$ cat config.mk
export PLATFORM = sky130hd
export DESIGN_NAME = riscv_pipeline
export DESIGN_NICKNAME = d
export VERILOG_FILES = /design/src/rtl/rv_pkg.sv /design/src/rtl/riscv_pipeline.sv /design/src/rtl/hazard_unit.sv /design/src/rtl/exec.sv /design/src/rtl/instr_decode.sv /design/src/rtl/instr_fetch.sv
export SDC_FILE = /design/constraint.sdc
export NUM_CORES = 2
export LEC_CHECK = 0
export BUFFER_PORTS_ARGS = -buffer_cell sky130_fd_sc_hd__buf_2
export CORE_ASPECT_RATIO = 1.1
export CORE_UTILIZATION = 57
export DETAILED_ROUTE_END_ITERATION = 12
export PLACE_DENSITY = 0.76
export RECOVER_POWER = 25
export SYNTH_ARGS = -nofsm -noshare
export SYNTH_HDL_FRONTEND = slang
export SYNTH_SLANG_ARGS = --single-unit
$ cat constraint.sdc
create_clock -name clk -period 5.18 [get_ports clk]
set_input_delay 0.518 -clock clk [delete_from_list [all_inputs] [get_ports clk]]
set_output_delay 0.518 -clock clk [all_outputs]
set_load 0.01 [all_outputs]
$ cat src/rtl/rv_pkg.sv
`default_nettype none

package rv_pkg;

    localparam int xlen       = 32;
    localparam int reg_addr_w = 5;

    localparam logic [xlen-1:0] reset_pc  = 32'h0000_0000;
    // addi x0, x0, 0
    localparam logic [xlen-1:0] nop_instr = 32'h0000_0013;

    // major opcodes of the supported subset
    typedef enum logic [6:0] {
        op_r      = 7'b0110011,
        op_imm    = 7'b0010011,
        op_load   = 7'b0000011,
        op_store  = 7'b0100011,
        op_branch = 7'b1100011,
        op_jal    = 7'b1101111
    } opcode_e;

    typedef enum logic [2:0] {
        alu_add = 3'b000,
        alu_sub = 3'b001,
        alu_and = 3'b010,
        alu_or  = 3'b011,
        alu_slt = 3'b101
    } alu_op_e;

    // write-back source
    typedef enum logic [1:0] {
        res_alu = 2'b00,
        res_mem = 2'b01,
        res_pc4 = 2'b10
    } result_src_e;

    // execute operand source
    typedef enum logic [1:0] {
        fwd_reg = 2'b00,
        fwd_wb  = 2'b01,
        fwd_mem = 2'b10
    } fwd_sel_e;

endpackage

`default_nettype wire
$ cat src/rtl/riscv_pipeline.sv
`timescale 1ns/10ps
`default_nettype none

module riscv_pipeline
    import rv_pkg::*;
(
    input  logic            clk,
    input  logic            rst,
    input  logic [xlen-1:0] instr,
    input  logic [xlen-1:0] read_data,
    output logic [xlen-1:0] pc,
    output logic [xlen-1:0] data_addr,
    output logic [xlen-1:0] din,
    output logic            data_we
);

    logic [xlen-1:0]       pc_plus4_f;
    logic [xlen-1:0]       instr_d;
    logic [xlen-1:0]       pc_d;
    logic [xlen-1:0]       pc_plus4_d;

    logic                  reg_write_d;
    logic                  mem_write_d;
    logic                  jump_d;
    logic                  branch_d;
    logic                  alu_src_d;
    rv_pkg::result_src_e   result_src_d;
    rv_pkg::alu_op_e       alu_op_d;
    logic [xlen-1:0]       rd1_d;
    logic [xlen-1:0]       rd2_d;
    logic [xlen-1:0]       imm_ext_d;
    logic [reg_addr_w-1:0] rs1_d;
    logic [reg_addr_w-1:0] rs2_d;
    logic [reg_addr_w-1:0] rd_d;

    logic                  reg_write_e;
    logic                  mem_write_e;
    logic                  jump_e;
    logic                  branch_e;
    logic                  alu_src_e;
    rv_pkg::result_src_e   result_src_e;
    rv_pkg::alu_op_e       alu_op_e;
    logic [xlen-1:0]       rd1_e;
    logic [xlen-1:0]       rd2_e;
    logic [xlen-1:0]       imm_ext_e;
    logic [xlen-1:0]       pc_e;
    logic [xlen-1:0]       pc_plus4_e;
    logic [reg_addr_w-1:0] rs1_e;
    logic [reg_addr_w-1:0] rs2_e;
    logic [reg_addr_w-1:0] rd_e;
    logic [xlen-1:0]       alu_result_e;
    logic [xlen-1:0]       write_data_e;
    logic [xlen-1:0]       pc_target_e;
    logic                  pc_src_e;

    logic                  reg_write_m;
    logic                  mem_write_m;
    rv_pkg::result_src_e   result_src_m;
    logic [xlen-1:0]       alu_result_m;
    logic [xlen-1:0]       write_data_m;
    logic [xlen-1:0]       pc_plus4_m;
    logic [reg_addr_w-1:0] rd_m;

    logic                  reg_write_w;
    rv_pkg::result_src_e   result_src_w;
    logic [xlen-1:0]       alu_result_w;
    logic [xlen-1:0]       read_data_w;
    logic [xlen-1:0]       pc_plus4_w;
    logic [reg_addr_w-1:0] rd_w;
    logic [xlen-1:0]       result_w;

    logic                  stall_f;
    logic                  stall_d;
    logic                  flush_d;
    logic                  flush_e;
    fwd_sel_e              forward_a;
    fwd_sel_e              forward_b;

    instr_fetch i_instr_fetch (
        .clk       (clk),
        .rst       (rst),
        .stall_f   (stall_f),
        .pc_src    (pc_src_e),
        .pc_target (pc_target_e),
        .pc        (pc),
        .pc_plus4  (pc_plus4_f)
    );

    // decode registers, a flushed slot becomes a nop
    always_ff @(posedge clk) begin
        if (rst || flush_d) begin
            instr_d <= nop_instr;
        end else if (!stall_d) begin
            instr_d <= instr;
        end
    end

    always_ff @(posedge clk) begin
        if (!stall_d) begin
            pc_d       <= pc;
            pc_plus4_d <= pc_plus4_f;
        end
    end

    instr_decode i_instr_decode (
        .clk         (clk),
        .rst         (rst),
        .instr       (instr_d),
        .reg_write_w (reg_write_w),
        .rd_w        (rd_w),
        .result_w    (result_w),
        .reg_write   (reg_write_d),
        .mem_write   (mem_write_d),
        .jump        (jump_d),
        .branch      (branch_d),
        .alu_src     (alu_src_d),
        .result_src  (result_src_d),
        .alu_op      (alu_op_d),
        .rd1         (rd1_d),
        .rd2         (rd2_d),
        .imm_ext     (imm_ext_d),
        .rs1         (rs1_d),
        .rs2         (rs2_d),
        .rd          (rd_d)
    );

    // execute registers, flush inserts a bubble
    always_ff @(posedge clk) begin
        if (rst || flush_e) begin
            reg_write_e  <= 1'b0;
            mem_write_e  <= 1'b0;
            jump_e       <= 1'b0;
            branch_e     <= 1'b0;
            alu_src_e    <= 1'b0;
            result_src_e <= res_alu;
            alu_op_e     <= alu_add;
        end else begin
            reg_write_e  <= reg_write_d;
            mem_write_e  <= mem_write_d;
            jump_e       <= jump_d;
            branch_e     <= branch_d;
            alu_src_e    <= alu_src_d;
            result_src_e <= result_src_d;
            alu_op_e     <= alu_op_d;
        end
    end

    always_ff @(posedge clk) begin
        rd1_e      <= rd1_d;
        rd2_e      <= rd2_d;
        imm_ext_e  <= imm_ext_d;
        pc_e       <= pc_d;
        pc_plus4_e <= pc_plus4_d;
        rs1_e      <= rs1_d;
        rs2_e      <= rs2_d;
        rd_e       <= rd_d;
    end

    exec i_exec (
        .jump         (jump_e),
        .branch       (branch_e),
        .alu_src      (alu_src_e),
        .alu_op       (alu_op_e),
        .rd1          (rd1_e),
        .rd2          (rd2_e),
        .imm_ext      (imm_ext_e),
        .pc           (pc_e),
        .forward_a    (forward_a),
        .forward_b    (forward_b),
        .alu_result_m (alu_result_m),
        .result_w     (result_w),
        .alu_result   (alu_result_e),
        .write_data   (write_data_e),
        .pc_target    (pc_target_e),
        .pc_src       (pc_src_e)
    );

    // memory stage registers
    always_ff @(posedge clk) begin
        if (rst) begin
            reg_write_m  <= 1'b0;
            mem_write_m  <= 1'b0;
            result_src_m <= res_alu;
        end else begin
            reg_write_m  <= reg_write_e;
            mem_write_m  <= mem_write_e;
            result_src_m <= result_src_e;
        end
    end

    always_ff @(posedge clk) begin
        alu_result_m <= alu_result_e;
        write_data_m <= write_data_e;
        pc_plus4_m   <= pc_plus4_e;
        rd_m         <= rd_e;
    end

    assign data_we   = mem_write_m;
    assign data_addr = alu_result_m;
    assign din       = write_data_m;

    // write-back registers
    always_ff @(posedge clk) begin
        if (rst) begin
            reg_write_w  <= 1'b0;
            result_src_w <= res_alu;
        end else begin
            reg_write_w  <= reg_write_m;
            result_src_w <= result_src_m;
        end
    end

    always_ff @(posedge clk) begin
        alu_result_w <= alu_result_m;
        read_data_w  <= read_data;
        pc_plus4_w   <= pc_plus4_m;
        rd_w         <= rd_m;
    end

    always_comb begin
        case (result_src_w)
            res_mem: result_w = read_data_w;
            res_pc4: result_w = pc_plus4_w;
            default: result_w = alu_result_w;
        endcase
    end

    hazard_unit i_hazard_unit (
        .rs1_d        (rs1_d),
        .rs2_d        (rs2_d),
        .rs1_e        (rs1_e),
        .rs2_e        (rs2_e),
        .rd_e         (rd_e),
        .rd_m         (rd_m),
        .rd_w         (rd_w),
        .result_src_e (result_src_e),
        .reg_write_m  (reg_write_m),
        .reg_write_w  (reg_write_w),
        .pc_src       (pc_src_e),
        .stall_f      (stall_f),
        .stall_d      (stall_d),
        .flush_d      (flush_d),
        .flush_e      (flush_e),
        .forward_a    (forward_a),
        .forward_b    (forward_b)
    );

endmodule

`default_nettype wire

$ cat src/rtl/hazard_unit.sv
`timescale 1ns/10ps
`default_nettype none

module hazard_unit
    import rv_pkg::*;
(
    input  logic                  [reg_addr_w-1:0] rs1_d,
    input  logic                  [reg_addr_w-1:0] rs2_d,
    input  logic                  [reg_addr_w-1:0] rs1_e,
    input  logic                  [reg_addr_w-1:0] rs2_e,
    input  logic                  [reg_addr_w-1:0] rd_e,
    input  logic                  [reg_addr_w-1:0] rd_m,
    input  logic                  [reg_addr_w-1:0] rd_w,
    input  rv_pkg::result_src_e                    result_src_e,
    input  logic                                   reg_write_m,
    input  logic                                   reg_write_w,
    input  logic                                   pc_src,
    output logic                                   stall_f,
    output logic                                   stall_d,
    output logic                                   flush_d,
    output logic                                   flush_e,
    output fwd_sel_e                               forward_a,
    output fwd_sel_e                               forward_b
);

    logic lw_stall;

    // memory stage is younger, so it takes priority
    function automatic fwd_sel_e fwd_select(input logic [reg_addr_w-1:0] rs);
        fwd_sel_e sel;
        if (rs != '0 && reg_write_m && rs == rd_m) begin
            sel = fwd_mem;
        end else if (rs != '0 && reg_write_w && rs == rd_w) begin
            sel = fwd_wb;
        end else begin
            sel = fwd_reg;
        end
        return sel;
    endfunction

    always_comb begin
        forward_a = fwd_select(rs1_e);
        forward_b = fwd_select(rs2_e);
    end

    // load result not ready until memory stage
    assign lw_stall = (result_src_e == res_mem) && (rd_e != '0) &&
                      ((rd_e == rs1_d) || (rd_e == rs2_d));

    assign stall_f = lw_stall;
    assign stall_d = lw_stall;
    assign flush_d = pc_src;
    assign flush_e = pc_src | lw_stall;

endmodule

`default_nettype wire

$ cat src/rtl/exec.sv
`timescale 1ns/10ps
`default_nettype none

module exec
    import rv_pkg::*;
(
    input  logic            jump,
    input  logic            branch,
    input  logic            alu_src,
    input  alu_op_e         alu_op,
    input  logic [xlen-1:0] rd1,
    input  logic [xlen-1:0] rd2,
    input  logic [xlen-1:0] imm_ext,
    input  logic [xlen-1:0] pc,
    input  fwd_sel_e        forward_a,
    input  fwd_sel_e        forward_b,
    input  logic [xlen-1:0] alu_result_m,
    input  logic [xlen-1:0] result_w,
    output logic [xlen-1:0] alu_result,
    output logic [xlen-1:0] write_data,
    output logic [xlen-1:0] pc_target,
    output logic            pc_src
);

    logic [xlen-1:0] src_a;
    logic [xlen-1:0] src_b;
    logic            operands_equal;

    function automatic logic [xlen-1:0] fwd_mux(
        input fwd_sel_e        sel,
        input logic [xlen-1:0] reg_val,
        input logic [xlen-1:0] mem_val,
        input logic [xlen-1:0] wb_val
    );
        logic [xlen-1:0] val;
        case (sel)
            fwd_mem: val = mem_val;
            fwd_wb:  val = wb_val;
            default: val = reg_val;
        endcase
        return val;
    endfunction

    assign src_a      = fwd_mux(forward_a, rd1, alu_result_m, result_w);
    assign write_data = fwd_mux(forward_b, rd2, alu_result_m, result_w);
    assign src_b      = alu_src ? imm_ext : write_data;

    always_comb begin
        case (alu_op)
            alu_add: alu_result = src_a + src_b;
            alu_sub: alu_result = src_a - src_b;
            alu_and: alu_result = src_a & src_b;
            alu_or:  alu_result = src_a | src_b;
            alu_slt: alu_result = {{(xlen-1){1'b0}}, $signed(src_a) < $signed(src_b)};
            default: alu_result = src_a + src_b;
        endcase
    end

    // beq compares the forwarded register operands
    assign operands_equal = (src_a == write_data);
    assign pc_target      = pc + imm_ext;
    assign pc_src         = jump | (branch & operands_equal);

endmodule

`default_nettype wire

$ cat src/rtl/instr_decode.sv
`timescale 1ns/10ps
`default_nettype none

module instr_decode
    import rv_pkg::*;
(
    input  logic                  clk,
    input  logic                  rst,
    input  logic [xlen-1:0]       instr,
    input  logic                  reg_write_w,
    input  logic [reg_addr_w-1:0] rd_w,
    input  logic [xlen-1:0]       result_w,
    output logic                  reg_write,
    output logic                  mem_write,
    output logic                  jump,
    output logic                  branch,
    output logic                  alu_src,
    output result_src_e           result_src,
    output alu_op_e               alu_op,
    output logic [xlen-1:0]       rd1,
    output logic [xlen-1:0]       rd2,
    output logic [xlen-1:0]       imm_ext,
    output logic [reg_addr_w-1:0] rs1,
    output logic [reg_addr_w-1:0] rs2,
    output logic [reg_addr_w-1:0] rd
);

    opcode_e         opcode;
    logic [2:0]      funct3;
    logic            funct7_b5;
    logic [xlen-1:0] regs [32];

    // funct7 bit 5 only matters for register-register sub
    function automatic alu_op_e alu_from_funct(input logic [2:0] f3, input logic sub_bit);
        alu_op_e op;
        case (f3)
            3'b000:  op = sub_bit ? alu_sub : alu_add;
            3'b010:  op = alu_slt;
            3'b110:  op = alu_or;
            3'b111:  op = alu_and;
            default: op = alu_add;
        endcase
        return op;
    endfunction

    assign opcode    = opcode_e'(instr[6:0]);
    assign funct3    = instr[14:12];
    assign funct7_b5 = instr[30];
    assign rs1       = instr[19:15];
    assign rs2       = instr[24:20];
    assign rd        = instr[11:7];

    always_comb begin
        reg_write  = 1'b0;
        mem_write  = 1'b0;
        jump       = 1'b0;
        branch     = 1'b0;
        alu_src    = 1'b0;
        result_src = res_alu;
        alu_op     = alu_add;
        imm_ext    = '0;
        case (opcode)
            op_r: begin
                reg_write = 1'b1;
                alu_op    = alu_from_funct(funct3, funct7_b5);
            end
            op_imm: begin
                reg_write = 1'b1;
                alu_src   = 1'b1;
                alu_op    = alu_from_funct(funct3, 1'b0);
                imm_ext   = {{20{instr[31]}}, instr[31:20]};
            end
            op_load: begin
                reg_write  = 1'b1;
                alu_src    = 1'b1;
                result_src = res_mem;
                imm_ext    = {{20{instr[31]}}, instr[31:20]};
            end
            op_store: begin
                mem_write = 1'b1;
                alu_src   = 1'b1;
                imm_ext   = {{20{instr[31]}}, instr[31:25], instr[11:7]};
            end
            op_branch: begin
                branch  = 1'b1;
                alu_op  = alu_sub;
                imm_ext = {{19{instr[31]}}, instr[31], instr[7], instr[30:25],
                           instr[11:8], 1'b0};
            end
            op_jal: begin
                reg_write  = 1'b1;
                jump       = 1'b1;
                result_src = res_pc4;
                imm_ext    = {{11{instr[31]}}, instr[31], instr[19:12], instr[20],
                              instr[30:21], 1'b0};
            end
            default: begin
                reg_write = 1'b0;
            end
        endcase
    end

    // register file, x0 never written
    always_ff @(posedge clk) begin
        if (rst) begin
            for (int i = 0; i < 32; i++) begin
                regs[i] <= '0;
            end
        end else if (reg_write_w && rd_w != '0) begin
            regs[rd_w] <= result_w;
        end
    end

    // same-cycle write shows up on the read ports
    assign rd1 = (rs1 == '0) ? '0 :
                 (reg_write_w && rd_w == rs1) ? result_w : regs[rs1];
    assign rd2 = (rs2 == '0) ? '0 :
                 (reg_write_w && rd_w == rs2) ? result_w : regs[rs2];

endmodule

`default_nettype wire

$ cat src/rtl/instr_fetch.sv
`timescale 1ns/10ps
`default_nettype none

module instr_fetch
    import rv_pkg::*;
(
    input  logic            clk,
    input  logic            rst,
    input  logic            stall_f,
    input  logic            pc_src,
    input  logic [xlen-1:0] pc_target,
    output logic [xlen-1:0] pc,
    output logic [xlen-1:0] pc_plus4
);

    logic [xlen-1:0] pc_next;

    assign pc_plus4 = pc + xlen'(4);

    // redirect from execute wins over sequential fetch
    assign pc_next = pc_src ? pc_target : pc_plus4;

    always_ff @(posedge clk) begin
        if (rst) begin
            pc <= reset_pc;
        end else if (!stall_f) begin
            pc <= pc_next;
        end
    end

endmodule

`default_nettype wire

=== After elaboration in Yosys (flattened, before gate mapping) ===
Memories as Yosys holds them, arrays and structs flattened. A register that Yosys moved wholly into a read port is not among the register bits.
Cells that the tools add are included.

* Flip-flop bits (word level): 522
* Memory bits (writable): 1024
* Output and inout bits: 97
* Logic and storage cells: 134
* Memories kept: 1

{| class="wikitable"
|+ Memories
! name !! depth !! width !! read ports !! clocked after memory_dff !! wr ports !! RTL line !! source
|-
| i_instr_decode.regs || 32 || 32 || 2 || 2 || 32 || instr_decode.sv:31 || <nowiki>logic [xlen-1:0] regs [32];</nowiki>
|}

* $add $sub $neg: 4
* Order comparisons: 1
* Equal/unequal tests: 29
* Multiplexer cells: 35
* Bitwise logic cells: 5
* Reductions and logical operators: 27

{| class="wikitable"
|+ Operator list
! cell !! count
|-
| 32-bit case mux with 4 select lines || 2
|-
| 32-bit case mux with 2 select lines || 3
|-
| 32-bit 2-to-1 mux || 5
|-
| 32-bit adder || 2
|-
| 5-bit == test || 8
|-
| 32-bit by 3-bit adder with 32-bit output (second input constant) || 1
|-
| 32-bit bitwise AND || 1
|-
| 32-bit == test || 1
|-
| 32-bit less-than comparator || 1
|-
| 32-bit OR || 1
|-
| 32-bit OR reduction || 1
|-
| 32-bit subtractor || 1
|-
| 5-bit 2-to-1 mux || 5
|-
| 5-bit nonzero test || 4
|-
| 3-bit case mux with 3 select lines || 2
|-
| 7-bit by 6-bit == test with 1-bit output (second input constant) || 2
|-
| 7-bit == test (second input constant) || 2
|-
| 1-bit 2-to-1 mux || 14
|-
| 1-bit logical AND || 13
|-
| 3-bit case mux with 4 select lines || 1
|-
| 5-bit zero test || 2
|-
| 3-bit by 2-bit == test with 1-bit output (second input constant) || 3
|-
| 3-bit == test (second input constant) || 3
|-
| 2-bit by 1-bit == test with 1-bit output (second input constant) || 4
|-
| 13 further kinds || 19
|}

=== Logic depth before layout (Yosys ltp) ===
* Depth in word-level cells: 12
* Mapped depth: 24
* Depth with buffers taken out: 22

=== By module ===
Synthesis repeated with hierarchy kept, for this count alone.

* Cell total of the unflattened synthesis: 6119
* Area total of the unflattened synthesis: 78635.4 um2

{| class="wikitable"
|+ Modules (own cells, without submodules)
! module !! times used !! cells each !! area an instance (um2) !! sequential area each (um2)
|-
| instr_decode || 1 || 3680 || 55602.1 || 30749.5
|-
| riscv_pipeline || 1 || 695 || 11687.5 || 10450.0
|-
| exec || 1 || 1401 || 8619.5 || 0.0
|-
| instr_fetch || 1 || 286 || 2262.2 || 640.6
|-
| hazard_unit || 1 || 57 || 464.2 || 0.0
|}

=== Least setup slack after synthesis ===
No wires, ideal clock.

* Path kind: flip-flop to flip-flop
* From: reg rs1_e[1]
* To: reg alu_result_m[28] (netlist: data_addr[28])
* Arrival: 5.357 ns
* Path slack: -0.262 ns
* Cell stages (with the launch flop): 24
* Buffers on the path: 5
* Clock period less this slack: 5.442 ns
* Cells stage by stage: dfxtp_1 -> or4_4 -> nor2_1 -> or3_1 -> clkbuf_1 -> buf_2 -> buf_1 -> clkbuf_1 -> clkbuf_1 -> o21a_1 -> ha_1 -> inv_1 -> fa_1 -> nor2b_1 -> o21ai_0 -> a21o_1 -> a31oi_1 -> a31oi_1 -> o31ai_1 -> o21ai_0 -> a311oi_1 -> a211oi_1 -> o21a_1 -> a211oi_1

* Longest elaborated chain between the ends: 9

{| class="wikitable"
|+ Ends and longest elaborated chain
! item !! RTL line !! source
|-
| start: declaration || riscv_pipeline.sv:48 || <nowiki>logic [reg_addr_w-1:0] rs1_e;</nowiki>
|-
| start signal: assignment || riscv_pipeline.sv:154 || <nowiki>rs1_e <= rs1_d;</nowiki>
|-
| 5-bit nonzero test || hazard_unit.sv:31, hazard_unit.sv:33 ||
|-
| 1-bit logical AND (2 in a row) || hazard_unit.sv:33 || <nowiki>end else if (rs != '0 && reg_write_w && rs == rd_w) begin</nowiki>
|-
| 1-bit 2-to-1 mux || hazard_unit.sv:33 ||
|-
| 2-bit 2-to-1 mux (*) || hazard_unit.sv:31 || <nowiki>if (rs != '0 && reg_write_m && rs == rd_m) begin</nowiki>
|-
| 2-bit by 1-bit == test with 1-bit output / 2-bit == test (equally long branches) || exec.sv:36 || <nowiki>case (sel)</nowiki>
|-
| 32-bit case mux with 2 select lines (*) || exec.sv:36 ||
|-
| 32-bit adder, or another cell as far along || exec.sv:50, exec.sv:55 ||
|-
| 32-bit case mux with 4 select lines (*) || exec.sv:49 || <nowiki>case (alu_op)</nowiki>
|-
| named net alu_result_e[28] || riscv_pipeline.sv:51 || <nowiki>logic [xlen-1:0] alu_result_e;</nowiki>
|-
| end signal: assignment || riscv_pipeline.sv:192 || <nowiki>alu_result_m <= alu_result_e;</nowiki>
|-
| end: declaration || riscv_pipeline.sv:59 || <nowiki>logic [xlen-1:0] alu_result_m;</nowiki>
|}

The timed path passes the listed nets; every way through them passes the cells marked *.
A chain may end at the register's enable or synchronous reset.

==> flow_summary.yaml <==
logic_synthesis:
  synth_edf_count: 1086
  postSynthCellCount: 5848
  synthTopCellsByCount: "nor2_1 (1,146), edfxtp_1 (1,086), mux4_2 (640)"
  ys_types: 92
  yosysMostFrequentCell: "nor2_1"
  synth-seq-cells: 1540
  avgSynthCellArea_um2: 13.0
  yosys-top-cells-area: "edfxtp_1 (43%), mux4_2 (19%), dfxtp_1 (12%), nor2_1 (5.7%), ha_1 (2.1%)"
  synth.cell_area_um2: 76100
  synth_ff_type: "edfxtp_1"
  ys_warn_count: 0
  synth-async-reset-ratio_pct: 0
  synth-seq-area-share_pct: 54.8
  yosysTopAreaCellShare_pct: 42.8
  synth_area_leader_cell: "edfxtp_1"
power:
  power_uw: 32700
  switchingPower_uw: 10200
  p_int_uw: 22500
  p_sw_share_pct: 31.2
  ir_drop_mv: 0.407
  seqPwrFrac_pct: 44.8
  leakage_uw: 0.0313
  power.share.clock_pct: 35.2
  power_frac_comb_pct: 20.0
  power.density_nw_per_um2: 382
clocking:
  clk_pin_slew_ps: 60
  cts_max_path_buffers: 3
  post_cts_buffers: 0
  clkLatencyLatePin_ps: 830
  cts_buffers: 156
  root_buffer: "clkbuf_16"
  h-tree-depth: 4
  cts_tree: "yes"
  clock-sinks: 1540
final_layout:
  final_nets: 6250
  largest_register_ffs: 1024
  stdcell_count: 7961
  largest_register: "i_instr_decode.regs"
  final_util_pct: 64.7
  drive_gt1_share_pct: 22.4
  syn2layout_area_growth_pct: 12.6
floorplan:
  start_util_pct: 57.5
  rows: 140
  ios: 163
  core_um2: 132000
  die_h_um: 385
  die_area_um2: 135000
  die_x_um: 350
sta:
  period_share_pct: 103
  clock.fmax_mhz: 187
  slew_viol_final: 803
  maxSlewHeadroom_pct: -117
  fin_crit_ps: 5350
  setup_viol: 15
  rsz0062_at_grt: "yes"
  whs_ps: 21.5
  tightest_slew_ps: 3250
  skew_ps: 35.2
  worst_slack_ps: -174
  finalHoldViolCount: 0
detailed_routing:
  routed_wl_um: 268000
  vias_per_cell: 7.06
  antenna_left: 0
  drc: 0
  drtIter0Drc: 9043
  avgRoutedWirePerCell_um: 33.6
  vias: 56200
  drt-pass1-iter-count: 9
placed_design:
  numPortBuffers: 162
  gp_congestion: 1.04
  place_hpwl_um: 170000
  place_inst: 7612
  post-place-ws_ps: -29.1
setup_path:
  crit_buf_inv: 3
  path_class: "reg -> reg"
  crit_arrival_ps: 5880
  crit_family: "buffers and inverters"
  required_ps: 5700
  critical_path.cell_chain: "buf_4 > nor2_1 > and3_1 > nand2_2 > clkbuf_1 > nand2b_2 > buf_4"
  cpMaxStageDelayCell: "clkbuf_1"
  critPathMostFrequentCell: "buf_4"
  slowest_delay_ps: 2100
  crit_path_start_kind: "flip-flop"
  end_kind: "flip-flop"
  cp_max_fo: 33
global_route:
  grt_max_degree: 151
  grt_pass1_wl_um: 381000
  grt_pass1_vias: 55500
  grt_usage_pct: 39.7
  overflow: 0
  antenna_found_initial: 21
status:
  violations: "capacitance limit, slew limit, setup timing"
  status: "complete, but fails checks"
job:
  maxCapViolations: 25
hold_path:
  hold_path.class: "in -> reg"
[kinds of logic (layout without fill, tap and decap cells)]
kind of cell / after synthesis / count (layout) / synth area share [%]
other: 1 / 35 / 0.00493
DFF: 1540 / 1540 / 54.8
muxes: 668 / 668 / 19.3
AOI/OAI and AO/OA: 967 / 967 / 8.94
adders and majority gates: 133 / 133 / 2.22
xor gates and xnor gates: 126 / 126 / 1.45
buffers and inverters: 668 / 972 / 3.42
and+or+nand+nor: 1745 / 1745 / 9.84
[placed cells by master, fill, tap and decap left out, types with 81 or more instances in the layout]
cell,instances
a21oi_1,251
a211oi_1,144
nand2_1,197
nor2_1,1142
nor3_1,81
mux4_2,640
ha_1,130
clkbuf_1,161
nor2b_1,87
dfxtp_1,444
inv_1,150
clkbuf_16,163
edfxtp_1,1086
buf_4,254
o21ai_0,86
[layout make-up]
cell class / count / area, µm²
Sequential cell: 1540 / 41700
Tap cell: 1775 / 2220
Inverter: 150 / 563
Multi-Input combinational cell: 3671 / 32200
Antenna cell: 3 / 7.51
Clock inverter: 91 / 876
Timing Repair Buffer: 532 / 3790
Fill cell: 9503 / 46700
Clock buffer: 199 / 4310
[worst min-delay path: cells and delay by family]
kind                   cells  cell delay, ps
AND/OR/NAND/NOR            1              70
buffers and inverters      1             130
AO/OA/AOI/OAI              1              70
[final timing paths]
check	slack, ps	endpoint	depth (start not counted)	startpoint
max	-170	i_instr_decode.regs[2][22]$_SDFFCE_PN0P_	7	rd_w[0]$_DFF_P_
min	20	flip-flop	3	instr[15]
max reg2reg	-170	i_instr_decode.regs[2][22]$_SDFFCE_PN0P_	7	rd_w[0]$_DFF_P_
min reg2reg	320	pc_plus4_m[16]$_DFF_P_	0	pc_plus4_e[16]$_DFF_P_
[stage by stage]
| stage | setup TNS [ps] | area, µm² |
|---|---|---|
| after floorplan | 0 | 76300 |
| final | -2390 | 85700 |
| after detailed placement | -79.1 | 80200 |
| after global placement | -115 | 80200 |
| after CTS | 0 | 86000 |
| after global routing | -143 | 85700 |
[routing by layer]
metal	share of wire (%)	global-route usage, %
met1	32	49.9
met2	45	60.2
met3	15	12.6
met4	7.5	24.4
met5	0.066	0.465
[power groups by stage]
stage	clock [µW]	sequential, µW	combinational, µW
2_1_floorplan	0	14500	3800
3_3_place_gp	0	14800	6200
3_5_place_dp	0	14800	6260
4_1_cts	11500	14600	6320
5_1_grt	12000	14700	6760
6_report	11500	14700	6550
[timing repair]
item                                    4_1_cts  5_1_grt
endpoints found under the setup margin        3       13
hold buffers                                 56        0
endpoints found under the hold margin        56        0
pin swaps                                     0        4
resized for setup                             3       17
Note: power is estimated with default switching activity, not from simulation.
